### src/verilog/issue_settings.svh
`ifndef ISSUE_SETTINGS_SVH
`define ISSUE_SETTINGS_SVH

// integer data path width
`define ISSUE_XLEN 64

// architectural register index, 32 integer registers
`define ISSUE_REG_ADDR_W 5

// write ports from the commit stage
`define ISSUE_NR_COMMIT_PORTS 2

// scoreboard slot index
`define ISSUE_TRANS_ID_W 3

// virtual PC width, sign-extended to XLEN when used as operand
`define ISSUE_VLEN 39

`endif

### src/verilog/isa_pkg.sv
`default_nettype none

`include "issue_settings.svh"

package isa_pkg;

    // ------------------------------------------------------------------------
    // architectural widths
    // ------------------------------------------------------------------------
    typedef logic [`ISSUE_XLEN-1:0]       xlen_t;
    typedef logic [`ISSUE_REG_ADDR_W-1:0] reg_addr_t;
    typedef logic [`ISSUE_VLEN-1:0]       vaddr_t;
    typedef logic [`ISSUE_TRANS_ID_W-1:0] trans_id_t;

    // ------------------------------------------------------------------------
    // functional units and operators
    // ------------------------------------------------------------------------
    // NONE also marks a free register in the clobber map
    typedef enum logic [2:0] {
        NONE,
        ALU,
        CTRL_FLOW,
        LOAD,
        STORE,
        MULT
    } fu_t;

    typedef enum logic [3:0] {
        // arithmetic and logic
        ADD, SUB, AND, OR, XOR, SLL, SRL,
        // multiplier
        MUL,
        // memory
        LD, SD,
        // branches and jumps
        BEQ, BNE, JALR
    } fu_op_t;

endpackage

`default_nettype wire

### src/verilog/issue_pkg.sv
`default_nettype none

`include "issue_settings.svh"

package issue_pkg;

    // decoded instruction as handed over by the scoreboard
    typedef struct packed {
        isa_pkg::vaddr_t    pc;
        isa_pkg::trans_id_t trans_id;
        isa_pkg::fu_t       fu;
        isa_pkg::fu_op_t    op;
        isa_pkg::reg_addr_t rs1;
        isa_pkg::reg_addr_t rs2;
        isa_pkg::reg_addr_t rd;
        // immediate of the instruction
        isa_pkg::xlen_t     result;
        logic               use_imm;
        logic               use_pc;
    } issue_entry_t;

    // operands and control for the execute stage
    typedef struct packed {
        isa_pkg::fu_t       fu;
        isa_pkg::fu_op_t    op;
        isa_pkg::xlen_t     operand_a;
        isa_pkg::xlen_t     operand_b;
        isa_pkg::xlen_t     imm;
        isa_pkg::trans_id_t trans_id;
    } fu_data_t;

    // one integer write port of the commit stage
    typedef struct packed {
        logic               we;
        isa_pkg::reg_addr_t waddr;
        isa_pkg::xlen_t     wdata;
    } commit_port_t;

    // pending writer per register, NONE means no write outstanding
    typedef isa_pkg::fu_t [2**`ISSUE_REG_ADDR_W-1:0] clobber_map_t;

endpackage

`default_nettype wire

### src/verilog/fu_dispatch.sv
`timescale 1ns/10ps
`default_nettype none

module fu_dispatch (
    input  wire issue_pkg::fu_data_t data_i,
    input  wire logic                issued_i,
    // unit of the instruction currently waiting for ack
    input  wire isa_pkg::fu_t        req_fu_i,
    input  wire logic                alu_ready_i,
    input  wire logic                lsu_ready_i,
    output      logic                alu_valid_o,
    output      logic                branch_valid_o,
    output      logic                lsu_valid_o,
    output      logic                mult_valid_o,
    output      logic                unit_busy_o
);

    logic ready_busy;

    // ------------------------------------------------------------------------
    // valid decode of the registered entry
    // ------------------------------------------------------------------------
    assign alu_valid_o    = issued_i && (data_i.fu == isa_pkg::ALU);
    assign branch_valid_o = issued_i && (data_i.fu == isa_pkg::CTRL_FLOW);
    assign lsu_valid_o    = issued_i &&
                            (data_i.fu == isa_pkg::LOAD || data_i.fu == isa_pkg::STORE);
    assign mult_valid_o   = issued_i && (data_i.fu == isa_pkg::MULT);

    // ------------------------------------------------------------------------
    // busy for the requested unit
    // ------------------------------------------------------------------------
    always_comb begin : busy_select
        case (req_fu_i)
            // fixed latency units share one result path
            isa_pkg::ALU, isa_pkg::CTRL_FLOW, isa_pkg::MULT: ready_busy = !alu_ready_i;
            isa_pkg::LOAD, isa_pkg::STORE:                   ready_busy = !lsu_ready_i;
            default:                                         ready_busy = 1'b0;
        endcase
    end

    // a multiply in flight only lets another multiply follow,
    // otherwise both would hit the fixed latency bus together
    assign unit_busy_o = ready_busy || (mult_valid_o && req_fu_i != isa_pkg::MULT);

endmodule

`default_nettype wire

### config.mk
export PLATFORM = sky130hd
export DESIGN_NAME = fu_dispatch
export DESIGN_NICKNAME = d
export VERILOG_FILES = /design/src/verilog/isa_pkg.sv /design/src/verilog/issue_pkg.sv /design/src/verilog/fu_dispatch.sv
export VERILOG_INCLUDE_DIRS = /design/src /design/src/verilog
export SDC_FILE = /design/constraint.sdc
export NUM_CORES = 1
export LEC_CHECK = 0
export BUFFER_PORTS_ARGS = -buffer_cell sky130_fd_sc_hd__buf_4
export CAP_MARGIN = 5
export CORE_AREA = 2 2 83 85
export DETAILED_ROUTE_END_ITERATION = 10
export DIE_AREA = 0 0 85 87
export GPL_TIMING_DRIVEN = 0
export PLACE_DENSITY = 0.44
export SLEW_MARGIN = 40
export SYNTH_ARGS = -nofsm -noshare
export SYNTH_HDL_FRONTEND = slang
export SYNTH_SLANG_ARGS = --single-unit
### constraint.sdc
create_clock -name vclk -period 0.8
set_input_delay 0.12 -clock vclk [all_inputs]
set_output_delay 0.12 -clock vclk [all_outputs]
set_load 0.02 [all_outputs]
==> flow_summary.yaml <==
status:
  status: "finished with violations"
  violations: "negative setup slack"
logic_synthesis:
  synthMuxAreaShare: 0
  synth_compound_area_frac: 0.2400
  synth.distinct_cells: 12
  yosys.area.top_type: "o21bai_1"
  yosysTopAreaCellShare: 0.1800
  synth_fa_ha_area_frac: 0
  yosysSeqAreaShare: 0
  synthXorXnorAreaFrac: 0
  synth_top_family_by_area: "simple AND/OR/NAND/NOR gates"
  synth_area_leaders: "o21bai_1 (18%), nor3b_1 (12%), and4b_4 (11%)"
  avgSynthCellArea_sq_um: 7.820
  synth-simple-area-share: 0.7600
  synth_area_sq_um: 125.1
  synthCells: 16
  syn-num-nets: 224
  yosysWarnings: 0
pwr:
  pwr-share-clk: 0
  p_switching_mw: 0.06181
  p_sw_frac: 0.4031
  total_power_mw: 0.1534
  share_comb_of_total_power: 1.000
  p_leak_nw: 0.1493
  vdd_drop_max_mv: 0.1453
  internal_power_mw: 0.09155
  p_per_area_mw_per_mm2: 379.5
  seqPwrFrac: 0
sta:
  setup_viol_count_final: 4
  timing.final.ws_setup_ns: -0.1862
  finalCritPeriodShare: 1.233
  max-slew-margin-rel: 0.8805
  final.min_clock_period_ns: 0.9862
  fmax_mhz: 1014
  worst_slew_pin_slew_ns: 0.1790
  hold_viol: 0
  maxSlewViolCount: 0
  rsz0062_at_grt: "yes"
min_path:
  hold_depth: 3
  min_path_type: "in -> out"
  min_to: "branch_valid_o"
  hp-start: "data_i[201]"
layout:
  seq_cells: 0
  fillers: 764
  syn_to_final_growth_pct: 223.0
  multi_input_area_sq_um: 153.9
  nClkBuffers: 0
  diodes: 0
  nets: 242
  finalNonFillerCells: 112
  regArea_sq_um: 0
  layout-drive-gt1-share: 0.7500
  fin_util: 0.06152
global_routing:
  grt_pass1_vias: 199
  grt_overflow: 0
  grtUsageTotal: 0.01499
  grt_antenna_before_repair: 0
  grt_pass1_wl_um: 903
  grt_max_degree: 6
drt:
  dr.pass1.iters: 3
  drc: 0
  routedWlPerCell_um: 5.063
  viasPerCell: 1.714
  drtIter0Drc: 2
  vias: 192
  drtAntennaViolNets: 0
  wirelength_um: 567
clock_tree:
  hold_buffers: 0
place:
  port_buffers: 14
  placed_cells: 110
  gp_congestion: 0.6397
worst_setup_path:
  setup.worst_path.end_class: "output port"
  required_ns: 0.68
  cp.arrival_ns: 0.87
  cp_max_fo: 4
  criticalPathCategory: "in -> out"
  setup.worst_path.start_class: "primary input"
floorplan:
  die_w_um: 85
  core-area_sq_mm: 0.006569
  die_area_sq_mm: 0.007395
  ios: 213
  die_height_um: 87
  num_rows: 30
  start_util: 0.01905
flow_run:
  cap_violations: 0
-- cells in the final DEF, fill, tap and decap left out, types with 2 or more instances in the layout --
cell	synthesis	layout
nor3b_1	2	2
buf_4	0	9
o21bai_1	3	3
buf_6	0	6
-- repair_timing --
item | CTS | global route
endpoints found under the setup margin | 4 | 5
resized for setup | 9 | 4
gates cloned | 0 | 0
setup buffers | 2 | 0
pin swaps | 7 | 4
-- area by class of cell --
cell class / instances / share of cell area
well taps: 80 / 0.2477
multi-input cells: 16 / 0.3808
repair buffers: 16 / 0.3715
-- cells in the mapped netlist --
library cell  number
nand3b_1           1
a21boi_1           1
and4b_4            1
nor4bb_1           1
o21bai_1           3
nor2b_2            1
nand4_1            1
nor3b_1            2
and4bb_2           1
and3b_2            1
nor2_1             1
nand2_1            2
-- stage by stage --
step	cell area, sq um	worst slack (ns)	TNS [ns]	hold slack [ns]
floorplan	131.4	-0.07837	-0.07837	0.2911
global placement	336.6	-0.2397	-0.3714	0.5349
detailed placement	336.6	-0.2280	-0.3887	0.5375
CTS	385.4	-0.2076	-0.4859	0.5102
global route	404.1	-0.2426	-0.6353	0.5344
finish	404.1	-0.1862	-0.4643	0.5218
-- metal layers --
layer / global-route usage / routed length (um)
met5: 0 / 0
met1: 0.01920 / 238
met2: 0.01776 / 167
met4: 0 / 0
met3: 0.01611 / 161
-- power by group through the flow --
stage	Combinational, mW	Sequential [mW]	Clock, mW
6_report	0.153	0	0
5_1_grt	0.166	0	0
2_1_floorplan	0.0492	0	0
4_1_cts	0.143	0	0
3_5_place_dp	0.120	0	0
3_3_place_gp	0.120	0	0
-- critical path: stages --
cell      delay [ns]
buf_8           0.09
and4b_4         0.35
o21bai_1        0.07
nand4_1         0.10
buf_6           0.13
-- kinds of logic after synthesis --
kind of cell     Yosys count
AO/OA/AOI/OAI              4
AND/OR/NAND/NOR           12
-- worst max path at each step --
stage	start	to	slack (ns)	depth (start not counted)
CTS	data_i[200]	unit_busy_o	-0.21	5
global placement	data_i[200]	unit_busy_o	-0.24	5
floorplan	data_i[200]	unit_busy_o	-0.08	3
detailed placement	data_i[200]	unit_busy_o	-0.23	5
global route	data_i[200]	unit_busy_o	-0.24	5
finish	data_i[200]	unit_busy_o	-0.19	5
Power figures use the tool's default switching activity.
